==> src/logic/dram_defs.svh <==
`ifndef DRAM_DEFS_SVH
`define DRAM_DEFS_SVH

// data path
`define DRAM_DQ_W 32
`define DRAM_BL 8

// address split, row sits above column on the bus side
`define DRAM_ROW_W 12
`define DRAM_COL_W 10

// command spacing in CLKx2 cycles
`define DRAM_T_RCD 3
`define DRAM_T_RP 3

// read gives up if the strobe stalls this long
`define DRAM_RD_BEATS_TIMEOUT 64

`endif

==> src/logic/bus_pkg.sv <==
`include "dram_defs.svh"

package bus_pkg;

    // word address, row bits above column bits
    typedef logic [`DRAM_ROW_W+`DRAM_COL_W-1:0] wb_adr_t;
    typedef logic [`DRAM_DQ_W-1:0] wb_dat_t;

    // one access at a time, ACK also covers the error ending
    typedef enum logic [2:0] {
        IDLE,
        ACT_WAIT,
        WRITE,
        READ,
        PRE_WAIT,
        ACK
    } cu_state_e;

endpackage

==> src/logic/dram_pkg.sv <==
`include "dram_defs.svh"

package dram_pkg;

    // one beat on DQ
    typedef logic [`DRAM_DQ_W-1:0] dq_word_t;

    // beat index, one bit spare to count past the burst
    typedef logic [3:0] beat_idx_t;

    typedef logic [`DRAM_ROW_W-1:0] row_t;
    typedef logic [`DRAM_COL_W-1:0] col_t;

    // command bus encoding
    typedef enum logic [2:0] {
        NOP = 3'd0,
        ACT = 3'd1,
        RD  = 3'd2,
        WR  = 3'd3,
        PRE = 3'd4
    } dram_cmd_e;

endpackage

==> src/logic/control_unit.sv <==
`timescale 1ns/1ps
`include "dram_defs.svh"

module control_unit (
    input  logic                 CLKx2,
    input  logic                 nRST,
    input  logic                 wb_cyc,
    input  logic                 wb_stb,
    input  logic                 wb_we,
    input  bus_pkg::wb_adr_t     wb_adr,
    input  bus_pkg::wb_dat_t     wb_dat_w,
    output bus_pkg::wb_dat_t     wb_dat_r,
    output logic                 wb_ack,
    output logic                 wb_err,
    output dram_pkg::dram_cmd_e  dram_cmd,
    output dram_pkg::row_t       dram_addr,
    output logic                 wr_en,
    output logic                 rd_en,
    output logic                 clear,
    output dram_pkg::beat_idx_t  col_sel,
    output dram_pkg::dq_word_t   wr_word,
    input  dram_pkg::dq_word_t   rd_word,
    input  logic                 burst_done,
    input  logic                 rd_timeout
);
    localparam int BEAT_W = $clog2(`DRAM_BL);
    localparam int WAIT_MAX = (`DRAM_T_RCD > `DRAM_T_RP) ? `DRAM_T_RCD : `DRAM_T_RP;
    localparam int WAIT_W = $clog2(WAIT_MAX + 1);

    bus_pkg::cu_state_e state;
    logic [WAIT_W-1:0]  wait_cnt;
    logic               err_q;
    logic               wb_req;
    bus_pkg::wb_adr_t   adr_q;
    logic               we_q;
    dram_pkg::row_t     row_q;
    dram_pkg::col_t     col_base;

    assign wb_req   = wb_cyc && wb_stb;
    assign row_q    = adr_q[`DRAM_COL_W +: `DRAM_ROW_W];
    // burst starts at the aligned column, the low bits pick the beat
    assign col_base = {adr_q[`DRAM_COL_W-1:BEAT_W], {BEAT_W{1'b0}}};
    assign col_sel  = dram_pkg::beat_idx_t'(adr_q[BEAT_W-1:0]);

    always_ff @(posedge CLKx2 or negedge nRST) begin
        if (!nRST) begin
            state     <= bus_pkg::IDLE;
            wait_cnt  <= '0;
            err_q     <= 1'b0;
            dram_cmd  <= dram_pkg::NOP;
            dram_addr <= '0;
            wr_en     <= 1'b0;
            rd_en     <= 1'b0;
            clear     <= 1'b0;
        end else begin
            // commands and clear are single-cycle
            dram_cmd <= dram_pkg::NOP;
            clear    <= 1'b0;
            case (state)
                bus_pkg::IDLE: begin
                    if (wb_req) begin
                        dram_cmd  <= dram_pkg::ACT;
                        dram_addr <= wb_adr[`DRAM_COL_W +: `DRAM_ROW_W];
                        clear     <= 1'b1;
                        err_q     <= 1'b0;
                        wait_cnt  <= WAIT_W'(`DRAM_T_RCD - 1);
                        state     <= bus_pkg::ACT_WAIT;
                    end
                end
                bus_pkg::ACT_WAIT: begin
                    if (wait_cnt == '0) begin
                        dram_addr <= dram_pkg::row_t'(col_base);
                        if (we_q) begin
                            dram_cmd <= dram_pkg::WR;
                            wr_en    <= 1'b1;
                            state    <= bus_pkg::WRITE;
                        end else begin
                            dram_cmd <= dram_pkg::RD;
                            rd_en    <= 1'b1;
                            state    <= bus_pkg::READ;
                        end
                    end else begin
                        wait_cnt <= wait_cnt - 1'b1;
                    end
                end
                bus_pkg::WRITE, bus_pkg::READ: begin
                    // timeout still closes the row before reporting
                    if (burst_done || rd_timeout) begin
                        wr_en     <= 1'b0;
                        rd_en     <= 1'b0;
                        err_q     <= rd_timeout;
                        dram_cmd  <= dram_pkg::PRE;
                        dram_addr <= row_q;
                        wait_cnt  <= WAIT_W'(`DRAM_T_RP);
                        state     <= bus_pkg::PRE_WAIT;
                    end
                end
                bus_pkg::PRE_WAIT: begin
                    if (wait_cnt == '0) begin
                        state <= bus_pkg::ACK;
                    end else begin
                        wait_cnt <= wait_cnt - 1'b1;
                    end
                end
                bus_pkg::ACK: begin
                    state <= bus_pkg::IDLE;
                end
                default: begin
                    state <= bus_pkg::IDLE;
                end
            endcase
        end
    end

    // request payload held for the whole access
    always_ff @(posedge CLKx2) begin
        if ((state == bus_pkg::IDLE) && wb_req) begin
            adr_q   <= wb_adr;
            we_q    <= wb_we;
            wr_word <= wb_dat_w;
        end
        if ((state == bus_pkg::READ) && burst_done) begin
            wb_dat_r <= rd_word;
        end
    end

    assign wb_ack = (state == bus_pkg::ACK) && !err_q;
    assign wb_err = (state == bus_pkg::ACK) && err_q;

endmodule

==> src/logic/data_transfer.sv <==
`timescale 1ns/1ps
`include "dram_defs.svh"

module data_transfer (
    input  logic                 CLKx2,
    input  logic                 nRST,
    input  logic                 wr_en,
    input  logic                 rd_en,
    input  logic                 clear,
    input  dram_pkg::beat_idx_t  col_sel,
    input  dram_pkg::dq_word_t   wr_word,
    input  dram_pkg::dq_word_t   dq_in,
    input  logic                 dqs_in,
    output dram_pkg::dq_word_t   dq_out,
    output logic                 dq_oe,
    output logic                 dqs_t_out,
    output logic                 dqs_c_out,
    output logic                 dm_n,
    output dram_pkg::dq_word_t   rd_word,
    output logic                 burst_done,
    output logic                 rd_timeout
);
    localparam int BEAT_W = $clog2(`DRAM_BL);
    localparam int TMO_W  = $clog2(`DRAM_RD_BEATS_TIMEOUT + 1);

    // write count: 0..1 preamble, 2..BL+1 beats, BL+2 postamble
    localparam dram_pkg::beat_idx_t WR_FIRST = dram_pkg::beat_idx_t'(2);
    localparam dram_pkg::beat_idx_t WR_POST  = dram_pkg::beat_idx_t'(`DRAM_BL + 2);
    localparam dram_pkg::beat_idx_t RD_LAST  = dram_pkg::beat_idx_t'(`DRAM_BL);

    dram_pkg::beat_idx_t cnt;
    dram_pkg::beat_idx_t beat_num;
    logic [TMO_W-1:0]    tmo_cnt;
    logic                beat_act;
    logic                edge_flag;
    logic                rd_all;
    dram_pkg::dq_word_t  dq_d1;
    dram_pkg::dq_word_t  dq_d2;
    dram_pkg::dq_word_t  word_reg [`DRAM_BL];

    // each DQS edge carries a beat, so catch both
    edge_det #(
        .TRIG_RISE (1'b1),
        .TRIG_FALL (1'b1)
    ) u_edge_det (
        .CLKx2     (CLKx2),
        .nRST      (nRST),
        .async_in  (dqs_in),
        .edge_flag (edge_flag)
    );

    // burst counter steps every cycle on writes, once per strobe edge on reads
    always_ff @(posedge CLKx2 or negedge nRST) begin
        if (!nRST) begin
            cnt     <= '0;
            tmo_cnt <= '0;
        end else if (clear) begin
            cnt     <= '0;
            tmo_cnt <= '0;
        end else begin
            if (wr_en || (rd_en && edge_flag && !rd_all)) begin
                cnt <= cnt + 1'b1;
            end
            if (rd_en && !rd_all) begin
                tmo_cnt <= tmo_cnt + 1'b1;
            end
        end
    end

    // write side
    assign beat_act = wr_en && (cnt >= WR_FIRST) && (cnt < WR_POST);
    assign beat_num = cnt - WR_FIRST;

    assign dq_oe  = wr_en;
    assign dq_out = beat_act ? wr_word : '0;

    // strobe falls on beat 0, then one edge per beat, back high for postamble
    assign dqs_t_out = beat_act ? cnt[0] : 1'b1;
    assign dqs_c_out = ~dqs_t_out;

    // only the addressed column is left unmasked
    assign dm_n = beat_act && (beat_num == col_sel);

    // read side
    // data goes through two flops to match the strobe synchronizer
    always_ff @(posedge CLKx2) begin
        dq_d1 <= dq_in;
        dq_d2 <= dq_d1;
        if (rd_en && edge_flag && !rd_all) begin
            word_reg[cnt[BEAT_W-1:0]] <= dq_d2;
        end
    end

    assign rd_all  = (cnt == RD_LAST);
    assign rd_word = word_reg[col_sel[BEAT_W-1:0]];

    // done pulses in the postamble cycle or right after the eighth capture
    assign burst_done = (wr_en && (cnt == WR_POST)) || (rd_en && rd_all);

    assign rd_timeout = rd_en && !rd_all &&
                        (tmo_cnt == TMO_W'(`DRAM_RD_BEATS_TIMEOUT - 1));

endmodule

==> src/logic/dram_ctrl_top.sv <==
`timescale 1ns/1ps

module dram_ctrl_top (
    input  logic                 CLKx2,
    input  logic                 nRST,
    input  logic                 wb_cyc,
    input  logic                 wb_stb,
    input  logic                 wb_we,
    input  bus_pkg::wb_adr_t     wb_adr,
    input  bus_pkg::wb_dat_t     wb_dat_w,
    output bus_pkg::wb_dat_t     wb_dat_r,
    output logic                 wb_ack,
    output logic                 wb_err,
    output dram_pkg::dram_cmd_e  dram_cmd,
    output dram_pkg::row_t       dram_addr,
    output dram_pkg::dq_word_t   dq_out,
    output logic                 dq_oe,
    output logic                 dqs_t_out,
    output logic                 dqs_c_out,
    output logic                 dm_n,
    input  dram_pkg::dq_word_t   dq_in,
    input  logic                 dqs_in
);
    // control unit to data path
    logic                wr_en;
    logic                rd_en;
    logic                clear;
    dram_pkg::beat_idx_t col_sel;
    dram_pkg::dq_word_t  wr_word;
    // data path back to control
    dram_pkg::dq_word_t  rd_word;
    logic                burst_done;
    logic                rd_timeout;

    control_unit u_control_unit (
        .CLKx2      (CLKx2),
        .nRST       (nRST),
        .wb_cyc     (wb_cyc),
        .wb_stb     (wb_stb),
        .wb_we      (wb_we),
        .wb_adr     (wb_adr),
        .wb_dat_w   (wb_dat_w),
        .wb_dat_r   (wb_dat_r),
        .wb_ack     (wb_ack),
        .wb_err     (wb_err),
        .dram_cmd   (dram_cmd),
        .dram_addr  (dram_addr),
        .wr_en      (wr_en),
        .rd_en      (rd_en),
        .clear      (clear),
        .col_sel    (col_sel),
        .wr_word    (wr_word),
        .rd_word    (rd_word),
        .burst_done (burst_done),
        .rd_timeout (rd_timeout)
    );

    data_transfer u_data_transfer (
        .CLKx2      (CLKx2),
        .nRST       (nRST),
        .wr_en      (wr_en),
        .rd_en      (rd_en),
        .clear      (clear),
        .col_sel    (col_sel),
        .wr_word    (wr_word),
        .dq_in      (dq_in),
        .dqs_in     (dqs_in),
        .dq_out     (dq_out),
        .dq_oe      (dq_oe),
        .dqs_t_out  (dqs_t_out),
        .dqs_c_out  (dqs_c_out),
        .dm_n       (dm_n),
        .rd_word    (rd_word),
        .burst_done (burst_done),
        .rd_timeout (rd_timeout)
    );

endmodule

==> src/logic/edge_det.sv <==
`timescale 1ns/1ps

module edge_det #(
    parameter bit TRIG_RISE = 1'b1,
    parameter bit TRIG_FALL = 1'b0
) (
    input  logic CLKx2,
    input  logic nRST,
    input  logic async_in,
    output logic edge_flag
);
    logic sync_q1;
    logic sync_q2;
    logic prev_q;

    // strobe idles high, so start the chain high to avoid a false fall
    always_ff @(posedge CLKx2 or negedge nRST) begin
        if (!nRST) begin
            sync_q1 <= 1'b1;
            sync_q2 <= 1'b1;
            prev_q  <= 1'b1;
        end else begin
            sync_q1 <= async_in;
            sync_q2 <= sync_q1;
            prev_q  <= sync_q2;
        end
    end

    // one-cycle flag per selected edge
    assign edge_flag = (TRIG_RISE && sync_q2 && !prev_q) ||
                       (TRIG_FALL && !sync_q2 && prev_q);

endmodule

==> config.mk <==
export PLATFORM = sky130hd
export DESIGN_NAME = dram_ctrl_top
export DESIGN_NICKNAME = d
export VERILOG_FILES = /design/src/logic/bus_pkg.sv /design/src/logic/dram_pkg.sv /design/src/logic/control_unit.sv /design/src/logic/data_transfer.sv /design/src/logic/dram_ctrl_top.sv /design/src/logic/edge_det.sv
export VERILOG_INCLUDE_DIRS = /design/src /design/src/logic
export SDC_FILE = /design/constraint.sdc
export NUM_CORES = 1
export LEC_CHECK = 0
export ABC_AREA = 0
export BUFFER_PORTS_ARGS = -buffer_cell sky130_fd_sc_hd__clkbuf_2
export CAP_MARGIN = 20
export CELL_PAD_IN_SITES_DETAIL_PLACEMENT = 0
export CELL_PAD_IN_SITES_GLOBAL_PLACEMENT = 2
export CORE_MARGIN = 5
export CORE_UTILIZATION = 25
export CTS_CLUSTER_DIAMETER = 150
export DETAILED_ROUTE_END_ITERATION = 6
export PLACE_DENSITY = 0.61
export SYNTH_ARGS = -nofsm -noshare
export SYNTH_HDL_FRONTEND = slang
export SYNTH_SLANG_ARGS = --single-unit
==> constraint.sdc <==
create_clock -name CLKx2 -period 4 [get_ports CLKx2]
set_clock_uncertainty 0.05 [all_clocks]
set_input_delay 0.4 -clock CLKx2 [delete_from_list [all_inputs] [get_ports CLKx2]]
set_output_delay 0.4 -clock CLKx2 [all_outputs]
set_load 0.05 [all_outputs]
==> summary by stage <==
Clocking
In this run the post-CTS setup repair buffer count came out at 0. Counting the buffers created by CTS gives 49. The buffer type at the clock tree root is clkbuf_16.

The clock insertion delay at the later pin of the skew report is 0.59 ns. The count of clock tree sinks is 445. After clock tree synthesis, the clock-pin slew on the worst setup and hold paths is 0.06 ns. In this run the number of H-tree levels came out at 2. The clock tree from TritonCTS is done. The buffer depth of the longest clock path is 3.

Worst setup path
For the worst setup path, the data arrival time is 2.63 ns. Of all nets on the critical path, the largest fanout is 35. The critical path goes through inv_1 > ha_1 > a21oi_1 > a31oi_2 > buf_4 > and4_1 > clkbuf_2. The number of buffer and inverter instances along the worst setup path is 3.

On the critical path, the stage with the largest delay is an instance of dfrtp_1. The critical path capture point type is a primary output. At the worst endpoint, the required time is 3.55 ns.

The worst setup path is launched from a register. The cell family contributing the most delay on the critical path is buffers and inverters. By startpoint and endpoint, the worst setup path is classified as register to primary output. In this design, the stage delay of the slowest critical-path cell is 0.45 ns.

Drt
The average via count per standard cell is 4.07. The number of nets with antenna violations after detailed routing is 0. In the final routed layout, each cell accounts on average for 18.1 um. The first TritonRoute pass finished after 4 iterations. For this block, the via count after detailed routing is 7947. The number of remaining DRC errors is 0.

For this block, the routed nets add up to 35200 um of wire. The detailed router finished its first iteration with 384 violations.

Logic synthesis
The yosys synthesis warning count is 0. Sorting the synthesized cells by area gives the leading types as edfxtp_1 (65%), mux4_2 (9.1%), dfxtp_1 (8.1%). The synthesized design contains 343 enable-type register cells. The netlist area before placement is 0.0159 mm^2.

The synthesized area per cell is 20.5 um^2. The dominant cell type by area after synthesis is edfxtp_1. In this run, synthesis produced a sequential element count of 445. The primary flip-flop cell chosen by synthesis mapping is edfxtp_1. The number of cells produced by synthesis is 773. Of all flip-flops after synthesis, the portion carrying an async set or reset was 0.0854.

The sequential share of the synthesized area is 0.790. In the synthesized netlist, the cells that appear most often are edfxtp_1 (343), dfxtp_1 (64), mux4_2 (64). The post-synthesis net count is 875.

The most frequent cell after synthesis is edfxtp_1. The share of synthesized area in the top cell type comes to 0.649. The number of different library cells used by synthesis comes to 50.

Global routing
The maximum number of pins on one net before global-route repair is 66. The global-route wire length before repair is 53800 um. The number of global-route vias before repair is 8821. After global routing the overflow that remains totals 0. The number of antenna violations at the first check in global routing is 1. For this run, the total global-route usage over all layers was measured as 0.103.

Placed design
Once placement finished, the instance area stood at 0.0178 mm^2. Summed over all nets, the half-perimeter wirelength after detailed placement is 21100 um. At the end of routability-driven placement, the weighted congestion stood at 0.726. The number of placed instances, taps included is 1772. The number of buffers inserted by port buffering is 176.

Die
The floorplan has 92 rows. The height of the die is 262 um. After floorplanning, the core was sized to cover 0.0630 mm^2. The die outline width is 262 um. The die covers 0.0686 mm^2. In this run the count of I/O pins placed on the die edge is 177.

For this configuration, the core starts out at a cell density of 0.252.

Flow run
Max-cap violations in this run came to 0.

STA
The number of max-slew violations in the final report is 0. For the pin with the worst max-slew slack, the measured transition is 1.03 ns. Headroom to the max-slew limit came out at 0.313. The final hold violation count is 0. The top achievable clock speed is 325 MHz. Setup repair after global routing left no endpoint under its margin. The tightest hold path in the finished design has a slack of 0.264 ns. The final-report setup violation count is 0. The post-route clock period utilization is 0.769.

The final critical-path required period is 3.08 ns. In the final timing run, aggregate negative setup slack is 0 ns.

Cells and area
The area growth from synthesis to final layout is 27.3%. The post-layout instance count excluding filler cells is 1951. The number of flip-flops in the largest register is 256. The final net count is 1168. 0 antenna diodes ended up in the layout.

Summing all non-filler instances in the final layout gives an area of 0.0202 mm^2. In the final layout, the share of cells above drive strength 1 is 0.351.

Pwr
Of the total power, the share spent switching nets is 0.311. The share of total power dissipated in sequential elements is 0.456. The power density over cell area is 634 mW/mm^2. The reported leakage power is 0.00723 uW. Of the total power, combinational logic draws 0.216. In this run the power spent charging and discharging nets is 3980 uW. VDD sags by at most 363 uV. The internal power contribution is 8820 uW. The power share of the clock group is 0.328.

Run status
The flow ran to the end, and the final reports show no timing, DRC or antenna violations.

Hold path
The path type of the worst min-delay path is primary input to register.
## repair_timing
action,4_1_cts,5_1_grt
resized for setup,0,0
hold buffers,89,0
endpoints found under the hold margin,123,0
## final timing paths
kind | startpoint | to | slack, ns | cells after the start
hold reg to reg | u_data_transfer.dq_d1[19] | u_data_transfer.dq_d2[19] | 0.28 | 0
max in group asynchronous | nRST | u_data_transfer.u_edge_det.prev_q | 3.15 | 3
setup reg to reg | u_data_transfer.cnt[0] | u_data_transfer.word_reg[3][14] | 1.07 | 6
hold / removal | wb_stb | u_control_unit.state[0] | 0.26 | 4
min in group asynchronous | nRST | u_control_unit.dram_addr[5] | 0.36 | 3
setup / recovery | u_data_transfer.cnt[2] | dm_n | 0.92 | 7
## per-layer routing
metal | vias up | GRT usage | wire (um)
met4 | 2 | 0.0327 | 784
li1 | 3625 | - | -
met2 | 238 | 0.166 | 16700
met3 | 56 | 0.0333 | 2550
met1 | 4026 | 0.132 | 15200
met5 | - | 0 | 7
## logic make-up (layout without fill, tap and decap cells)
logic type,Yosys count,count (layout),share of synthesized area
compound gates,45,45,0.0199
buf+inv,43,375,0.0119
simple gates,110,110,0.0393
mux,108,108,0.124
flops,445,445,0.790
fa+ha+maj,10,10,0.00789
xor+xnor,12,12,0.00662
## power by group through the flow
stage                     Sequential (uW)  Clock [uW]  Combinational, uW
final                                5840        4200               2760
after global routing                 5890        4560               3010
after CTS                            5850        4390               2820
after detailed placement             5940           0               2740
after global placement               5930           0               2750
after floorplan                      6050           0               1840
## cells in the final DEF, fill, tap and decap left out, types with 11 or more instances in the layout
| cell type | count |
|---|---|
| edfxtp_1 | 343 |
| clkbuf_2 | 176 |
| dlygate4sd3_1 | 89 |
| mux4_2 | 64 |
| dfxtp_1 | 64 |
| clkbuf_16 | 49 |
| dfrtp_1 | 35 |
| mux2_2 | 34 |
| and2_1 | 33 |
| nand2_1 | 27 |
| a21oi_1 | 15 |
| nor2_1 | 13 |
| clkinv_2 | 11 |
## metrics by stage
stage                     setup WS [ns]  utilization  total power (uW)
after floorplan                   0.140            -              7890
after global placement             1.14        0.283              8680
after detailed placement           1.03        0.283              8670
after CTS                         0.832        0.321             13100
after global routing              0.696        0.321             13500
final                             0.924        0.321             12800
## worst min-delay path: stages
cell and delay (ns):
clkbuf_2 0.10, a21oi_1 0.14, a211o_1 0.15, o31ai_1 0.07
## cell type report
type                       instances  area, um^2
clock buffer                      62        1310
fill                            6121       42800
multi-input combinational        285        3180
timing repair buffer             275        1880
tap                              846        1060
inverter                          10        37.5
clock inverter                    28         203
sequential                       445       12500
No activity file was read; power rests on OpenSTA's default activity.
